===== src/include/dma_regmap.svh =====
`ifndef DMA_REGMAP_SVH
`define DMA_REGMAP_SVH

// Register offsets on the control bus.
`define DMA_REG_MODE    16'h0000
`define DMA_REG_BASE_L  16'h0004
`define DMA_REG_BASE_H  16'h0008
`define DMA_REG_WINDOW  16'h000C
`define DMA_REG_STATUS  16'h0010
`define DMA_REG_COUNT   16'h0014

// Bit positions inside MODE and STATUS.
`define DMA_MODE_WRAP      0
`define DMA_MODE_EN        1
`define DMA_STATUS_HALTED  0
`define DMA_STATUS_ERR     1
`define DMA_STATUS_RUN     2

`endif


===== src/design/stream_dma_pkg.sv =====
package stream_dma_pkg;

  // ==============================
  // Widths
  // ==============================
  localparam int unsigned ADDR_W     = 36;
  localparam int unsigned DATA_W     = 64;
  localparam int unsigned BEAT_W     = 24;
  localparam int unsigned REG_ADDR_W = 16;
  localparam int unsigned REG_DATA_W = 32;

  // Upper part of the base address that lives in BASE_H.
  localparam int unsigned ADDR_HI_W = ADDR_W - REG_DATA_W;

  // ==============================
  // Sizing
  // ==============================
  localparam int unsigned BEAT_BYTES      = 8;
  localparam int unsigned BEAT_SHIFT      = $clog2(BEAT_BYTES);
  localparam int unsigned FIFO_DEPTH      = 8;
  localparam int unsigned FIFO_PTR_W      = $clog2(FIFO_DEPTH);
  localparam int unsigned MAX_OUTSTANDING = 4;
  localparam int unsigned OST_W           = $clog2(MAX_OUTSTANDING + 1);

  typedef logic [ADDR_W-1:0]     addr_t;
  typedef logic [DATA_W-1:0]     data_t;
  typedef logic [BEAT_W-1:0]     beat_cnt_t;
  typedef logic [REG_ADDR_W-1:0] reg_addr_t;
  typedef logic [REG_DATA_W-1:0] reg_data_t;
  typedef logic [1:0]            axi_resp_t;

  localparam axi_resp_t RESP_OKAY = 2'b00;

  typedef enum logic [1:0] {
    ST_IDLE,
    ST_RUN,
    ST_HALT
  } ctrl_state_t;

endpackage


===== src/design/dma_ifs.sv =====
`timescale 1ns/10ps

// Window setup and run control, from the register block to the address generator.
interface dma_cfg_if import stream_dma_pkg::*; ();
  addr_t     base_addr;
  beat_cnt_t window_beats;
  logic      wrap;
  logic      run;
  logic      restart;

  modport ctrl (output base_addr, output window_beats, output wrap, output run,
                output restart);
  modport gen  (input base_addr, input window_beats, input wrap, input run,
                input restart);
endinterface

// One addressed write beat.
// The source keeps valid, address and data stable until valid and take meet.
interface wr_req_if import stream_dma_pkg::*; ();
  logic  req_valid;
  addr_t req_addr;
  data_t req_data;
  logic  req_take;

  modport src (output req_valid, output req_addr, output req_data, input req_take);
  modport snk (input req_valid, input req_addr, input req_data, output req_take);
endinterface


===== src/design/addr_gen.sv =====
`timescale 1ns/10ps

module addr_gen import stream_dma_pkg::*; (
  input  logic   clk,
  input  logic   rst,
  input  logic   fifo_valid,
  input  data_t  fifo_data,
  output logic   fifo_pop,
  output logic   window_done,
  dma_cfg_if.gen cfg,
  wr_req_if.src  req
);

  beat_cnt_t offset;
  beat_cnt_t next_offset;
  logic      stopped;
  logic      last_beat;
  logic      slot_free;
  logic      out_valid;
  addr_t     out_addr;
  data_t     out_data;

  assign next_offset = offset + 1'b1;
  assign last_beat   = (next_offset >= cfg.window_beats);
  assign slot_free   = !out_valid || req.req_take;

  // No pop in the restart cycle, so the first beat always uses offset zero.
  assign fifo_pop = cfg.run && !cfg.restart && !stopped && fifo_valid && slot_free;

  always_ff @(posedge clk) begin
    if (!rst) begin
      offset      <= '0;
      stopped     <= 1'b0;
      out_valid   <= 1'b0;
      window_done <= 1'b0;
    end else begin
      window_done <= 1'b0;
      if (cfg.restart) begin
        offset  <= '0;
        stopped <= 1'b0;
      end else if (fifo_pop) begin
        offset <= last_beat ? '0 : next_offset;
        if (last_beat && !cfg.wrap) begin
          stopped     <= 1'b1;
          window_done <= 1'b1;
        end
      end
      if (fifo_pop) begin
        out_valid <= 1'b1;
      end else if (req.req_take) begin
        out_valid <= 1'b0;
      end
    end
  end

  always_ff @(posedge clk) begin
    if (fifo_pop) begin
      out_addr <= cfg.base_addr + (addr_t'(offset) << BEAT_SHIFT);
      out_data <= fifo_data;
    end
  end

  assign req.req_valid = out_valid;
  assign req.req_addr  = out_addr;
  assign req.req_data  = out_data;

endmodule


===== src/design/axi_wr_issue.sv =====
`timescale 1ns/10ps

module axi_wr_issue import stream_dma_pkg::*; (
  input  logic      clk,
  input  logic      rst,
  output addr_t     m_axi_awaddr,
  output logic      m_axi_awvalid,
  input  logic      m_axi_awready,
  output data_t     m_axi_wdata,
  output logic      m_axi_wvalid,
  input  logic      m_axi_wready,
  input  axi_resp_t m_axi_bresp,
  input  logic      m_axi_bvalid,
  output logic      resp_ok,
  output logic      resp_err,
  wr_req_if.snk     req
);

  logic             busy;
  logic             aw_done;
  logic             w_done;
  logic             aw_fire;
  logic             w_fire;
  logic             complete;
  logic             take;
  logic [OST_W-1:0] outstanding;
  addr_t            hold_addr;
  data_t            hold_data;

  // ==============================
  // Channel handshakes
  // ==============================
  assign m_axi_awvalid = busy && !aw_done;
  assign m_axi_wvalid  = busy && !w_done;
  assign m_axi_awaddr  = hold_addr;
  assign m_axi_wdata   = hold_data;

  assign aw_fire  = m_axi_awvalid && m_axi_awready;
  assign w_fire   = m_axi_wvalid && m_axi_wready;
  assign complete = busy && (aw_done || aw_fire) && (w_done || w_fire);

  // The holding register reloads in the cycle the last of the two handshakes lands.
  assign take = req.req_valid && (!busy || complete) &&
                (outstanding < OST_W'(MAX_OUTSTANDING));
  assign req.req_take = take;

  always_ff @(posedge clk) begin
    if (!rst) begin
      busy    <= 1'b0;
      aw_done <= 1'b0;
      w_done  <= 1'b0;
    end else if (take) begin
      busy    <= 1'b1;
      aw_done <= 1'b0;
      w_done  <= 1'b0;
    end else begin
      if (complete) begin
        busy <= 1'b0;
      end
      if (aw_fire) begin
        aw_done <= 1'b1;
      end
      if (w_fire) begin
        w_done <= 1'b1;
      end
    end
  end

  always_ff @(posedge clk) begin
    if (take) begin
      hold_addr <= req.req_addr;
      hold_data <= req.req_data;
    end
  end

  // ==============================
  // Responses
  // ==============================
  // bready is tied high, so every bvalid cycle is one completed write.
  always_ff @(posedge clk) begin
    if (!rst) begin
      outstanding <= '0;
      resp_ok     <= 1'b0;
      resp_err    <= 1'b0;
    end else begin
      outstanding <= outstanding + OST_W'(take) - OST_W'(m_axi_bvalid);
      resp_ok     <= m_axi_bvalid && (m_axi_bresp == RESP_OKAY);
      resp_err    <= m_axi_bvalid && (m_axi_bresp != RESP_OKAY);
    end
  end

endmodule


===== src/design/credit_fifo.sv =====
`timescale 1ns/10ps

module credit_fifo import stream_dma_pkg::*; (
  input  logic  clk,
  input  logic  rst,
  input  logic  in_valid,
  input  data_t in_data,
  output logic  in_credit,
  output logic  fifo_valid,
  output data_t fifo_data,
  input  logic  fifo_pop
);

  data_t                 mem [FIFO_DEPTH];
  logic [FIFO_PTR_W-1:0] wr_ptr;
  logic [FIFO_PTR_W-1:0] rd_ptr;
  logic [FIFO_PTR_W:0]   count;

  // The producer only sends against a credit, so a beat is never offered
  // while the buffer is full.
  always_ff @(posedge clk) begin
    if (in_valid) begin
      mem[wr_ptr] <= in_data;
    end
  end

  // ==============================
  // Pointers and fill level
  // ==============================
  always_ff @(posedge clk) begin
    if (!rst) begin
      wr_ptr <= '0;
      rd_ptr <= '0;
      count  <= '0;
    end else begin
      if (in_valid) begin
        wr_ptr <= wr_ptr + 1'b1;
      end
      if (fifo_pop) begin
        rd_ptr <= rd_ptr + 1'b1;
      end
      case ({in_valid, fifo_pop})
        2'b10:   count <= count + 1'b1;
        2'b01:   count <= count - 1'b1;
        default: count <= count;
      endcase
    end
  end

  // Each slot that frees up goes back to the producer as one credit.
  always_ff @(posedge clk) begin
    if (!rst) begin
      in_credit <= 1'b0;
    end else begin
      in_credit <= fifo_pop;
    end
  end

  assign fifo_valid = (count != '0);
  assign fifo_data  = mem[rd_ptr];

endmodule


===== src/design/dma_ctrl.sv =====
`timescale 1ns/10ps

`include "dma_regmap.svh"

module dma_ctrl import stream_dma_pkg::*; (
  input  logic      clk,
  input  logic      rst,
  input  logic      reg_wen,
  input  reg_addr_t reg_waddr,
  input  reg_data_t reg_wdata,
  input  logic      reg_ren,
  input  reg_addr_t reg_raddr,
  output reg_data_t reg_rdata,
  input  logic      window_done,
  input  logic      resp_ok,
  input  logic      resp_err,
  dma_cfg_if.ctrl   cfg
);

  ctrl_state_t state;
  addr_t       base_addr;
  beat_cnt_t   window_beats;
  logic        wrap_bit;
  logic        enable_bit;
  logic        err_flag;
  logic        restart;
  reg_data_t   wr_count;
  reg_data_t   rd_word;
  logic        mode_wr;

  assign mode_wr = reg_wen && (reg_waddr == `DMA_REG_MODE);

  // ==============================
  // Register writes
  // ==============================
  always_ff @(posedge clk) begin
    if (!rst) begin
      base_addr    <= '0;
      window_beats <= '0;
      wrap_bit     <= 1'b0;
      enable_bit   <= 1'b0;
    end else if (reg_wen) begin
      if (reg_waddr == `DMA_REG_BASE_L) begin
        base_addr[REG_DATA_W-1:0] <= reg_wdata;
      end
      if (reg_waddr == `DMA_REG_BASE_H) begin
        base_addr[ADDR_W-1:REG_DATA_W] <= reg_wdata[ADDR_HI_W-1:0];
      end
      if (reg_waddr == `DMA_REG_WINDOW) begin
        window_beats <= reg_wdata[BEAT_W-1:0];
      end
      if (mode_wr) begin
        wrap_bit   <= reg_wdata[`DMA_MODE_WRAP];
        enable_bit <= reg_wdata[`DMA_MODE_EN];
      end
    end
  end

  // ==============================
  // Run state machine
  // ==============================
  // A MODE write with enable set always starts a fresh window, also from ST_HALT.
  always_ff @(posedge clk) begin
    if (!rst) begin
      state   <= ST_IDLE;
      restart <= 1'b0;
    end else begin
      restart <= mode_wr && reg_wdata[`DMA_MODE_EN];
      if (mode_wr) begin
        state <= reg_wdata[`DMA_MODE_EN] ? ST_RUN : ST_IDLE;
      end else if (state == ST_RUN && window_done) begin
        state <= ST_HALT;
      end
    end
  end

  // Every B handshake counts, whatever its response code.
  always_ff @(posedge clk) begin
    if (!rst) begin
      wr_count <= '0;
      err_flag <= 1'b0;
    end else begin
      if (resp_ok || resp_err) begin
        wr_count <= wr_count + 1'b1;
      end
      if (resp_err) begin
        err_flag <= 1'b1;
      end else if (reg_wen && reg_waddr == `DMA_REG_STATUS) begin
        err_flag <= 1'b0;
      end
    end
  end

  // ==============================
  // Register reads
  // ==============================
  always_comb begin
    rd_word = '0;
    case (reg_raddr)
      `DMA_REG_MODE: begin
        rd_word[`DMA_MODE_WRAP] = wrap_bit;
        rd_word[`DMA_MODE_EN]   = enable_bit;
      end
      `DMA_REG_BASE_L: rd_word = base_addr[REG_DATA_W-1:0];
      `DMA_REG_BASE_H: rd_word[ADDR_HI_W-1:0] = base_addr[ADDR_W-1:REG_DATA_W];
      `DMA_REG_WINDOW: rd_word[BEAT_W-1:0] = window_beats;
      `DMA_REG_STATUS: begin
        rd_word[`DMA_STATUS_HALTED] = (state == ST_HALT);
        rd_word[`DMA_STATUS_ERR]    = err_flag;
        rd_word[`DMA_STATUS_RUN]    = (state == ST_RUN);
      end
      `DMA_REG_COUNT: rd_word = wr_count;
      default: rd_word = '0;
    endcase
  end

  always_ff @(posedge clk) begin
    if (!rst) begin
      reg_rdata <= '0;
    end else if (reg_ren) begin
      reg_rdata <= rd_word;
    end
  end

  assign cfg.base_addr    = base_addr;
  assign cfg.window_beats = window_beats;
  assign cfg.wrap         = wrap_bit;
  assign cfg.run          = (state == ST_RUN);
  assign cfg.restart      = restart;

endmodule


===== src/design/stream_axi_writer.sv =====
`timescale 1ns/10ps

module stream_axi_writer import stream_dma_pkg::*; (
  input  logic      clk,
  input  logic      rst,
  input  logic      reg_wen,
  input  reg_addr_t reg_waddr,
  input  reg_data_t reg_wdata,
  input  logic      reg_ren,
  input  reg_addr_t reg_raddr,
  output reg_data_t reg_rdata,
  input  logic      in_valid,
  input  data_t     in_data,
  output logic      in_credit,
  output addr_t     m_axi_awaddr,
  output logic      m_axi_awvalid,
  input  logic      m_axi_awready,
  output data_t     m_axi_wdata,
  output logic      m_axi_wvalid,
  input  logic      m_axi_wready,
  input  axi_resp_t m_axi_bresp,
  input  logic      m_axi_bvalid
);

  logic  fifo_valid;
  data_t fifo_data;
  logic  fifo_pop;
  logic  window_done;
  logic  resp_ok;
  logic  resp_err;

  dma_cfg_if cfg_bus ();
  wr_req_if  req_bus ();

  // ==============================
  // Datapath
  // ==============================
  credit_fifo u_fifo (
    .clk        (clk),
    .rst        (rst),
    .in_valid   (in_valid),
    .in_data    (in_data),
    .in_credit  (in_credit),
    .fifo_valid (fifo_valid),
    .fifo_data  (fifo_data),
    .fifo_pop   (fifo_pop)
  );

  addr_gen u_addr_gen (
    .clk         (clk),
    .rst         (rst),
    .fifo_valid  (fifo_valid),
    .fifo_data   (fifo_data),
    .fifo_pop    (fifo_pop),
    .window_done (window_done),
    .cfg         (cfg_bus.gen),
    .req         (req_bus.src)
  );

  axi_wr_issue u_issue (
    .clk           (clk),
    .rst           (rst),
    .m_axi_awaddr  (m_axi_awaddr),
    .m_axi_awvalid (m_axi_awvalid),
    .m_axi_awready (m_axi_awready),
    .m_axi_wdata   (m_axi_wdata),
    .m_axi_wvalid  (m_axi_wvalid),
    .m_axi_wready  (m_axi_wready),
    .m_axi_bresp   (m_axi_bresp),
    .m_axi_bvalid  (m_axi_bvalid),
    .resp_ok       (resp_ok),
    .resp_err      (resp_err),
    .req           (req_bus.snk)
  );

  // Register block and run control.
  dma_ctrl u_ctrl (
    .clk         (clk),
    .rst         (rst),
    .reg_wen     (reg_wen),
    .reg_waddr   (reg_waddr),
    .reg_wdata   (reg_wdata),
    .reg_ren     (reg_ren),
    .reg_raddr   (reg_raddr),
    .reg_rdata   (reg_rdata),
    .window_done (window_done),
    .resp_ok     (resp_ok),
    .resp_err    (resp_err),
    .cfg         (cfg_bus.ctrl)
  );

endmodule


===== config.mk =====
export PLATFORM = sky130hd
export DESIGN_NAME = stream_axi_writer
export DESIGN_NICKNAME = d
export VERILOG_FILES = /design/src/design/stream_dma_pkg.sv /design/src/design/dma_ifs.sv /design/src/design/addr_gen.sv /design/src/design/axi_wr_issue.sv /design/src/design/credit_fifo.sv /design/src/design/dma_ctrl.sv /design/src/design/stream_axi_writer.sv
export VERILOG_INCLUDE_DIRS = /design/src /design/src/include
export SDC_FILE = /design/constraint.sdc
export NUM_CORES = 1
export LEC_CHECK = 0
export ABC_CLOCK_PERIOD_IN_PS = 13950
export BUFFER_PORTS_ARGS = -buffer_cell sky130_fd_sc_hd__clkbuf_2
export CAP_MARGIN = 20
export CORE_ASPECT_RATIO = 0.9
export CORE_MARGIN = 1
export CORE_UTILIZATION = 64
export DETAILED_ROUTE_END_ITERATION = 7
export PLACE_DENSITY = 0.92
export SKIP_LAST_GASP = 1
export SYNTH_ARGS = -nofsm -noshare
export SYNTH_HDL_FRONTEND = slang
export SYNTH_SLANG_ARGS = --single-unit

===== constraint.sdc =====
create_clock -name clk -period 13.95 [get_ports clk]
set_clock_uncertainty 0.05 [all_clocks]
set_input_delay 2.79 -clock clk [delete_from_list [all_inputs] [get_ports clk]]
set_output_delay 2.79 -clock clk [all_outputs]
set_load 0.01 [all_outputs]

## After elaboration in Yosys (flattened, before gate mapping)

Memories as Yosys holds them, arrays and structs flattened. A register that Yosys moved wholly into a read port is not among the register bits.
Index checks and enable logic that the tools add are counted.

- Output and inout port bits: 135
- Bits of input ports: 138
- Logic and storage cells: 122
- Memories kept: 1
- Register bits after elaboration: 312
- Memory bits (writable): 512

Memory list:

| memory | depth | width | read ports | clocked after Yosys merged registers in | wr ports | RTL line | source |
|---|---|---|---|---|---|---|---|
| u_fifo.mem | 8 | 64 | 1 | 1 | 1 | credit_fifo.sv:14 | `data_t mem [FIFO_DEPTH];` |

- Reductions and logical operators: 49
- Add/sub/neg operators: 9
- Equal/unequal tests: 13
- Bitwise operators: 2
- $lt $le $gt $ge: 2
- Multiplexer cells: 19

Operators with widths:

| operator | count |
|---|---|
| 16-bit by 4-bit == test with 1-bit output (second input constant) | 4 |
| 20-bit case mux with 3 select lines | 1 |
| 16-bit by 5-bit == test with 1-bit output (second input constant) | 3 |
| 36-bit by 27-bit adder with 36-bit output | 1 |
| 32-bit by 1-bit adder with 32-bit output (second input constant) | 1 |
| 16-bit by 3-bit == test with 1-bit output (second input constant) | 2 |
| 16-bit logical NOT | 2 |
| 24-bit by 1-bit adder with 24-bit output (second input constant) | 1 |
| 24-bit >= comparator | 1 |
| 24-bit two-way mux | 1 |
| 1-bit logical AND | 19 |
| 8-bit case mux with 2 select lines | 1 |
| 2-bit case mux with 6 select lines | 1 |
| 2-bit nonzero test | 6 |
| 1-bit two-way mux | 10 |
| 2-bit AND reduction | 5 |
| 4-bit case mux with 2 select lines | 1 |
| 1-bit logical NOT | 7 |
| 3-bit by 1-bit adder with 3-bit output (second input constant) | 2 |
| 1-bit logical OR | 5 |
| 1-bit case mux with 5 select lines | 1 |
| 4-bit by 1-bit adder with 4-bit output (second input constant) | 1 |
| 2-bit by 1-bit == test with 1-bit output (second input constant) | 2 |
| 2-bit == test (second input constant) | 2 |
| other kinds (11) | 14 |

## Logic depth before layout (Yosys ltp)

Gate-level depths: netlist of the first run.

- Word-level depth: 13
- Mapped depth: 15
- Depth with buffers taken out: 14

## By module

A second synthesis of the first run with hierarchy kept.

- Cell total of the unflattened synthesis: 2,224
- Area, all modules: 35,945.7 um^2

Modules (own cells, without submodules):

| module | times used | sequential area each (um^2) | cells each | area an instance (um^2) |
|---|---|---|---|---|
| credit_fifo | 1 | 15,655.0 | 810 | 19,879.1 |
| addr_gen | 1 | 3,543.4 | 657 | 6,985.4 |
| dma_ctrl | 1 | 2,602.5 | 622 | 5,719.2 |
| axi_wr_issue | 1 | 3,163.0 | 135 | 3,362.0 |

## Worst setup path before layout of the first run

Ideal clock, no wire load.

- Path kind: input -> register
- Start point: input port m_axi_wready
- End point: register u_issue.outstanding[2]
- Arrival time: 9.273 ns
- Slack: 4.512 ns
- Buffers on the path: 0
- Required time: 13.785 ns
- Library setup time: 0.115 ns
- Cell stages on the path: 8
- Path through: o22ai_1 a21oi_1 ha_1 inv_1 fa_1 xnor2_1 xnor2_1 and2_1

- Longest elaborated chain between the ends: 8

Ends and longest elaborated chain:

| item | RTL line | source |
|---|---|---|
| start, declared | stream_axi_writer.sv:20 | `input logic m_axi_wready,` |
| 1-bit logical AND | axi_wr_issue.sv:39 | `assign w_fire = m_axi_wvalid && m_axi_wready;` |
| 1-bit logical OR | axi_wr_issue.sv:40 | `assign complete = busy && (aw_done \|\| aw_fire) && (w_done \|\| w_fire);` |
| 1-bit logical AND | axi_wr_issue.sv:40 |  |
| 1-bit logical OR | axi_wr_issue.sv:43 | `assign take = req.req_valid && (!busy \|\| complete) &&` |
| 1-bit logical AND (2 in series) | axi_wr_issue.sv:43 |  |
| via req_bus.req_take | dma_ifs.sv:23 | `logic req_take;` |
| 3-bit by 1-bit adder with 3-bit output | axi_wr_issue.sv:86 | `outstanding <= outstanding + OST_W'(take) - OST_W'(m_axi_bvalid);` |
| 3-bit by 1-bit subtractor with 3-bit output | axi_wr_issue.sv:86 |  |
| end signal, assigned | axi_wr_issue.sv:86 |  |
| end, declared | axi_wr_issue.sv:26 | `logic [OST_W-1:0] outstanding;` |

The timed path passes the listed nets, and every way through them passes these cells.
A chain may end at the register's enable or synchronous reset.

## Final worst setup path of the first run

- Start point: input port m_axi_awready
- End point: register u_fifo.count[3]

- Longest elaborated chain between the ends: 11
- Elaborated cells between the ends (all ways): 13
- Those cells by class: 2 x eq/ne; 1 x mux; 10 x reduce/logical

Ends and longest elaborated chain:

| item | RTL line | source |
|---|---|---|
| start, declared | stream_axi_writer.sv:17 | `input logic m_axi_awready,` |
| 1-bit logical AND (*) | axi_wr_issue.sv:38 | `assign aw_fire = m_axi_awvalid && m_axi_awready;` |
| 1-bit logical OR (*) | axi_wr_issue.sv:40 |  |
| 1-bit logical AND (*) (2 in series) | axi_wr_issue.sv:40 |  |
| 1-bit logical OR (*) | axi_wr_issue.sv:43 |  |
| 1-bit logical AND (*) (2 in series) | axi_wr_issue.sv:43 |  |
| 1-bit logical OR (*) | addr_gen.sv:25 | `assign slot_free = !out_valid \|\| req.req_take;` |
| 1-bit logical AND (*) | addr_gen.sv:28 | `assign fifo_pop = cfg.run && !cfg.restart && !stopped && fifo_valid && slot_free;` |
| 2-bit by 1-bit == test with 1-bit output or 2-bit == test (tied branches) | credit_fifo.sv:42 | `case ({in_valid, fifo_pop})` |
| 4-bit case mux with 2 select lines or 2-bit nonzero test (tied branches) | -- |  |
| end signal, assigned | credit_fifo.sv:43 | `2'b10: count <= count + 1'b1;` |
| end signal, assigned | credit_fifo.sv:44 | `2'b01: count <= count - 1'b1;` |
| end signal, assigned | credit_fifo.sv:45 | `default: count <= count;` |
| end, declared | credit_fifo.sv:17 | `logic [FIFO_PTR_W:0] count;` |

Mark *: on every way between the ends. The rest lies on a longest branch, timed or not.

==> results of run 1 <==
## metal layers
| layer | track usage | vias up | part of all wire |
|---|---|---|---|
| met3 | 0.0567 | 235 | 0.085 |
| li1 | - | 8905 | - |
| met5 | 0 | - | 0.00062 |
| met1 | 0.402 | 10500 | 0.36 |
| met2 | 0.554 | 1305 | 0.52 |
| met4 | 0.120 | 8 | 0.038 |
## cell type report
class	instances	area (µm²)	share of cell area
sequential	888	24900	0.620
multi-input combinational	1134	9740	0.242
antenna	1	2.50	0.0000623
clock inverter	48	629	0.0157
tap	705	882	0.0219
timing repair buffer	302	1620	0.0403
clock buffer	107	2230	0.0555
inverter	45	171	0.00427
## worst max-delay path: cells and delay by family
kind,cells,cell delay (ns)
buf+inv,3,0.94
fa+ha+maj,2,0.72
xor+xnor,1,0.12
simple gates,3,0.62
compound gates,5,1.21
## placed cells by master (no fill, tap or decap), types with 52 or more instances in the layout
| cell type | instances |
|---|---|
| xnor2_1 | 63 |
| nand2_1 | 189 |
| mux4_2 | 128 |
| a21oi_1 | 59 |
| clkbuf_16 | 85 |
| edfxtp_1 | 712 |
| dfxtp_1 | 173 |
| clkbuf_2 | 271 |
| mux2_2 | 64 |
| ha_1 | 57 |
| o21ai_0 | 77 |
| nand3_1 | 52 |
## synth_stat cells, types with 24 or more instances
cell type,n
a21boi_0,45
a21oi_1,60
and2_1,41
and3_1,30
clkbuf_1,73
dfxtp_1,176
edfxtp_1,712
ha_1,57
inv_1,45
mux2_2,64
mux2i_1,32
mux4_2,128
nand2_1,189
nand3_1,52
nor2_1,53
nor2b_1,42
o21ai_0,77
xnor2_1,63
xor2_1,24
## worst paths after layout
| kind | from | end | slack [ns] | cells past startpoint |
|---|---|---|---|---|
| worst max-delay path | m_axi_awready | u_fifo.count[3] | 8.03 | 14 |
| worst max register to register | u_addr_gen.offset[0] | u_addr_gen.offset[1] | 9.72 | 15 |
| worst min register to register | u_addr_gen.req.req_data[34] | u_issue.m_axi_wdata[34] | 0.37 | 0 |
| worst min-delay path | u_addr_gen.req.req_data[34] | u_issue.m_axi_wdata[34] | 0.37 | 0 |
## power by group
part           internal [mW]  leakage, nW  total [mW]  switching [mW]
clock network           1.32         1.38        2.37            1.05
registers               2.90         7.80        2.91          0.0186
logic                 0.0563         4.68       0.147          0.0908
total                   4.28         13.9        5.43            1.16
## sequential cells by signal, summed over array words and instances (netlist names), 32 cells and up
| signal | flops |
|---|---|
| u_issue.m_axi_wdata | 64 |
| u_addr_gen.req.req_data | 64 |
| u_ctrl.cfg.base_addr | 36 |
| u_addr_gen.req.req_addr | 36 |
| u_fifo.mem | 512 |
| u_issue.m_axi_awaddr | 36 |
| u_ctrl.reg_rdata | 32 |
| u_ctrl.wr_count | 32 |
## per-stage QoR
step / area [µm²] / hold slack [ns] / power, mW / utilization
global route: 40200 / 0.374 / 5.54 / 0.741
finish: 40200 / 0.366 / 5.43 / 0.741
global placement: 37300 / 0.351 / 3.09 / 0.687
floorplan: 35100 / 0.350 / 3.04 / -
CTS: 40100 / 0.366 / 5.45 / 0.740
detailed placement: 37300 / 0.355 / 3.11 / 0.687
## cell families (layout without fill, tap and decap cells)
kind of cell	Yosys count	in the layout
DFF	888	888
adders and majority gates	60	60
xor gates and xnor gates	87	87
muxes	224	224
other	0	1
and+or+nand+nor	501	501
buffers and inverters	140	502
AOI/OAI and AO/OA	262	262
==> impl_metrics.yaml, run 1 <==
place:
  pre_cts_ws_ns: 7.49
  place_congestion: 0.901
  dp.cells: 3071
  portBuffers: 272
  hpwl_um: 49500
clock_network:
  cts_tree: "built"
  ctsRootBufferMaster: "clkbuf_16"
  cts_resized: 0
  clock_latency_ns: 0.66
  post_cts_buffers: 0
  cts_num_sinks: 888
  clk_pin_slew_ns: 0.07
  cts_max_level: 3
  cts_buffers: 84
  hold_buffers: 0
  cts_max_path_buffers: 3
critical_path:
  critPathMaxStageDelay_ns: 0.43
  start_kind: "input port"
  worst_path_max_delay_cell: "inv_4"
  critPathKind: "in2reg"
  cp.arrival_ns: 6.45
  end_kind: "flip-flop"
  cp_data_required_time_ns: 14.48
  worstPathCellList: "clkbuf_2 -> o22ai_1 -> nand2_1 -> a21boi_0 -> nand2b_1 -> buf_4 -> inv_4 -> ha_1 -> ha_1 -> a21o_1 -> a21oi_1 -> xnor2_1 -> or3_1 -> a21boi_0"
  worst-path-max-fanout: 65
timing:
  finalCritPeriodShare: 0.425
  slew_headroom: 0.221
  worstMarginPinSlew_ns: 1.17
  slew_viol_final: 0
  layout_min_cycle_time_ns: 5.92
  setup_viol: 0
  fin_tns_setup_ns: 0
  timing.final.ws_setup_ns: 8.03
  fmax_ghz: 0.169
  rsz0062_at_grt: "no"
  final_hold_viol_count: 0
finish:
  n_fill_cell: 2954
  final_cells: 3230
  area_delta_synth_final_pct: 14.5
  num-nets-final: 2653
  drive_gt1_frac: 0.252
synth:
  yosysTopAreaCell: "edfxtp_1"
  ys_async_sr_fraction: 0
  synth.distinct_cells: 59
  syn_area_per_cell_um2: 16.2
  syn-cell-area_um2: 35100
  synth_cells: 2162
  synthAdderAreaFrac: 0.0220
  yosysSeqAreaShare: 0.709
  ys.flop_type: "edfxtp_1"
  synthTopCellsByArea: "edfxtp_1, dfxtp_1, mux4_2"
  synth_edf_count: 712
  postSynthNetCount: 2360
  synth_mux_area_frac: 0.112
  synth.top_cell.area_share: 0.609
  synth.ff_latch_count: 888
  yosysWarningCount: 0
  synth_xor_area_frac: 0.0217
  synth_top_family_by_area: "multiplexers"
  synth_compound_area_frac: 0.0487
  synth-simple-area-share: 0.0710
run:
  maxCapViolations: 0
die:
  fp.dieH_um: 224
  pin_count: 273
  fp.dieW_um: 249
  initial_core_util: 0.647
  core_um2: 54200
  dieArea_um2: 55800
  num_rows: 81
drt:
  drc: 0
  drt_iter0_markers: 2526
  drtAntennaViolNets: 0
  drt-total-wl_um: 88700
  vias_per_cell: 6.50
  wl_per_cell_um: 27.5
  first_pass_iters: 7
  num_vias: 21000
power:
  power_density_nw_per_um2: 135
  vdd_drop_max_mv: 0.142
  p_leak_nw: 13.9
grt:
  grt_overflow: 0
  grt_max_degree: 81
  antenna_found_initial: 5
  grt_pass1_wl_um: 131000
  grt_pass1_vias: 21000
  grt_usage: 0.318
hold_path:
  hold_class: "reg2reg"
status:
  status: "finished clean"
Note: power is estimated with default switching activity, not from simulation.
==> run 2: changes to the inputs <==
ABC_CLOCK_PERIOD_IN_PS = 5830   (was 13950)
CORE_UTILIZATION = 60   (was 64)
PLACE_DENSITY = 0.88   (was 0.92)
clock period = 5.83 ns   (was 13.95 ns; I/O delays follow)
==> run 2 against run 1 <==
Net effect:
- final cell count increased by 1.9%
- design area about the same
- via count fell by 1.6%
- power rose by 130%
- count of clock-buffer cells in the layout decreased by 2
- critical path depth unchanged
==> impl_metrics.yaml, run 2 (synthesis gave the netlist of run 1 again) <==
status:
  status: "finished clean"
clock_network:
  post_cts_buffers: 0
  cts_max_level: 3
  hold_buffers: 0
  clock_latency_ns: 0.64
  cts_tree: "built"
  clk_pin_slew_ns: 0.06
  cts_num_sinks: 888
  cts_resized: 0
  cts_max_path_buffers: 3
  ctsRootBufferMaster: "clkbuf_16"
  cts_buffers: 84
grt:
  use_met1: 0.357
  antenna_found_initial: 11
  grt_usage: 0.286
  grt_overflow: 0
  grt_use_met2: 0.486
  grt_pass1_wl_um: 126000
  grt_pass1_vias: 20800
  grt.met3_usage: 0.0575
  grt_max_degree: 114
  grt-busiest-layer: "met2"
drt:
  wl_per_cell_um: 25.8
  drt-total-wl_um: 85000
  vias_per_cell: 6.28
  first_pass_iters: 8
  num_vias: 20700
  drt_iter0_markers: 2140
  drc: 0
  drtAntennaViolNets: 0
critical_path:
  worst-path-max-fanout: 26
  r2r-end: "u_addr_gen.offset[7]"
  end_kind: "flip-flop"
  r2r_cells: 14
  critPathKind: "reg2reg"
  crit_start: "u_addr_gen.offset[2]"
  timing.rr.start: "u_addr_gen.offset[2]"
  cp_data_required_time_ns: 6.34
  crit_path_end: "u_addr_gen.offset[7]"
  ff2ff_setup_slack_ns: 1.84
  cp.arrival_ns: 4.50
  start_kind: "flip-flop"
timing:
  slew_viol_final: 0
  worstMarginPinSlew_ns: 1.12
  fmax_ghz: 0.251
  final_hold_viol_count: 0
  rsz0062_at_grt: "no"
  setup_viol: 0
  fin_tns_setup_ns: 0
  slew_headroom: 0.255
  layout_min_cycle_time_ns: 3.99
  finalCritPeriodShare: 0.684
power:
  vdd_drop_max_mv: 0.268
  p_leak_nw: 13.8
  p_total_mw: 12.8
  power_density_nw_per_um2: 318
place:
  hpwl_um: 49300
  portBuffers: 272
  place_congestion: 0.897
finish:
  drive_gt1_frac: 0.252
  num-nets-final: 2654
  final_common_cell: "edfxtp_1"
  layout_common_cells: "edfxtp_1, clkbuf_2, nand2_1"
  largest_reg_flops: 512
  area_delta_synth_final_pct: 14.5
  utilization: 0.700
  top_register: "u_fifo.mem"
  n_fill_cell: 3525
die:
  num_rows: 83
  fp.dieW_um: 257
  initial_core_util: 0.611
  dieArea_um2: 59500
  pin_count: 273
  fp.dieH_um: 231
  core_um2: 57400
hold_path:
  hold_class: "reg2reg"
run:
  maxCapViolations: 0
[run 2: through the flow]
step	cells	worst slack (ns)	hold WS [ns]	cell area, µm²
5_1_grt	3290	1.56	0.363	40200
3_5_place_dp	3133	1.47	0.355	37400
3_3_place_gp	3131	1.62	0.351	37400
4_1_cts	3282	1.88	0.360	40100
6_report	3290	1.84	0.364	40200
2_1_floorplan	2162	0.384	0.350	35100
[run 2: worst max-delay path, stage by stage, from the launching register on]
cell,delay [ns]
dfxtp_1,0.50
nand2_1,0.16
nor4_2,0.86
nand3_1,0.29
or2_2,0.38
xnor2_1,0.14
ha_1,0.30
a21oi_1,0.12
o21ai_0,0.09
nand4_1,0.09
nand4_1,0.11
a41oi_1,0.18
buf_4,0.31
nand3_1,0.12
a21oi_1,0.21
[run 2: worst min-delay path by stage]
stage / start / endpoint / slack, ns / depth (start not counted)
final: u_addr_gen.req.req_addr[20] / u_issue.m_axi_awaddr[20] / 0.36 / 0
after global routing: u_addr_gen.req.req_addr[20] / u_issue.m_axi_awaddr[20] / 0.36 / 0
after CTS: u_addr_gen.req.req_data[41] / u_issue.m_axi_wdata[41] / 0.36 / 0
after detailed placement: u_addr_gen.req.req_addr[24] / u_issue.m_axi_awaddr[24] / 0.35 / 0
after global placement: u_addr_gen.req.req_addr[25] / u_issue.m_axi_awaddr[25] / 0.35 / 0
after floorplan: u_addr_gen.req.req_addr[0] / u_issue.m_axi_awaddr[0] / 0.35 / 0
[run 2: per-layer routing]
layer	routed length [µm]	part of all wire	vias to the layer above
met5	77	0.00091	-
met4	3320	0.039	10
met3	6910	0.081	212
met2	43700	0.51	1149
met1	31000	0.36	10300
li1	-	-	8939
[run 2: cell type report]
cell class / instances / area [µm²] / area share
Clock inverter: 44 / 494 / 0.0123
Multi-Input combinational cell: 1134 / 9750 / 0.243
Clock buffer: 105 / 2220 / 0.0553
Sequential cell: 888 / 24900 / 0.620
Antenna cell: 6 / 15.0 / 0.000374
Inverter: 45 / 171 / 0.00427
Tap cell: 765 / 957 / 0.0238
Timing Repair Buffer: 303 / 1660 / 0.0413
[run 2: where the power goes]
part | switching (mW) | internal (mW) | total, mW | leakage, nW
Sequential | 0.0448 | 6.93 | 6.98 | 7.80
Combinational | 0.210 | 0.135 | 0.345 | 4.69
Clock | 2.36 | 3.08 | 5.44 | 1.33
Total | 2.62 | 10.1 | 12.8 | 13.8
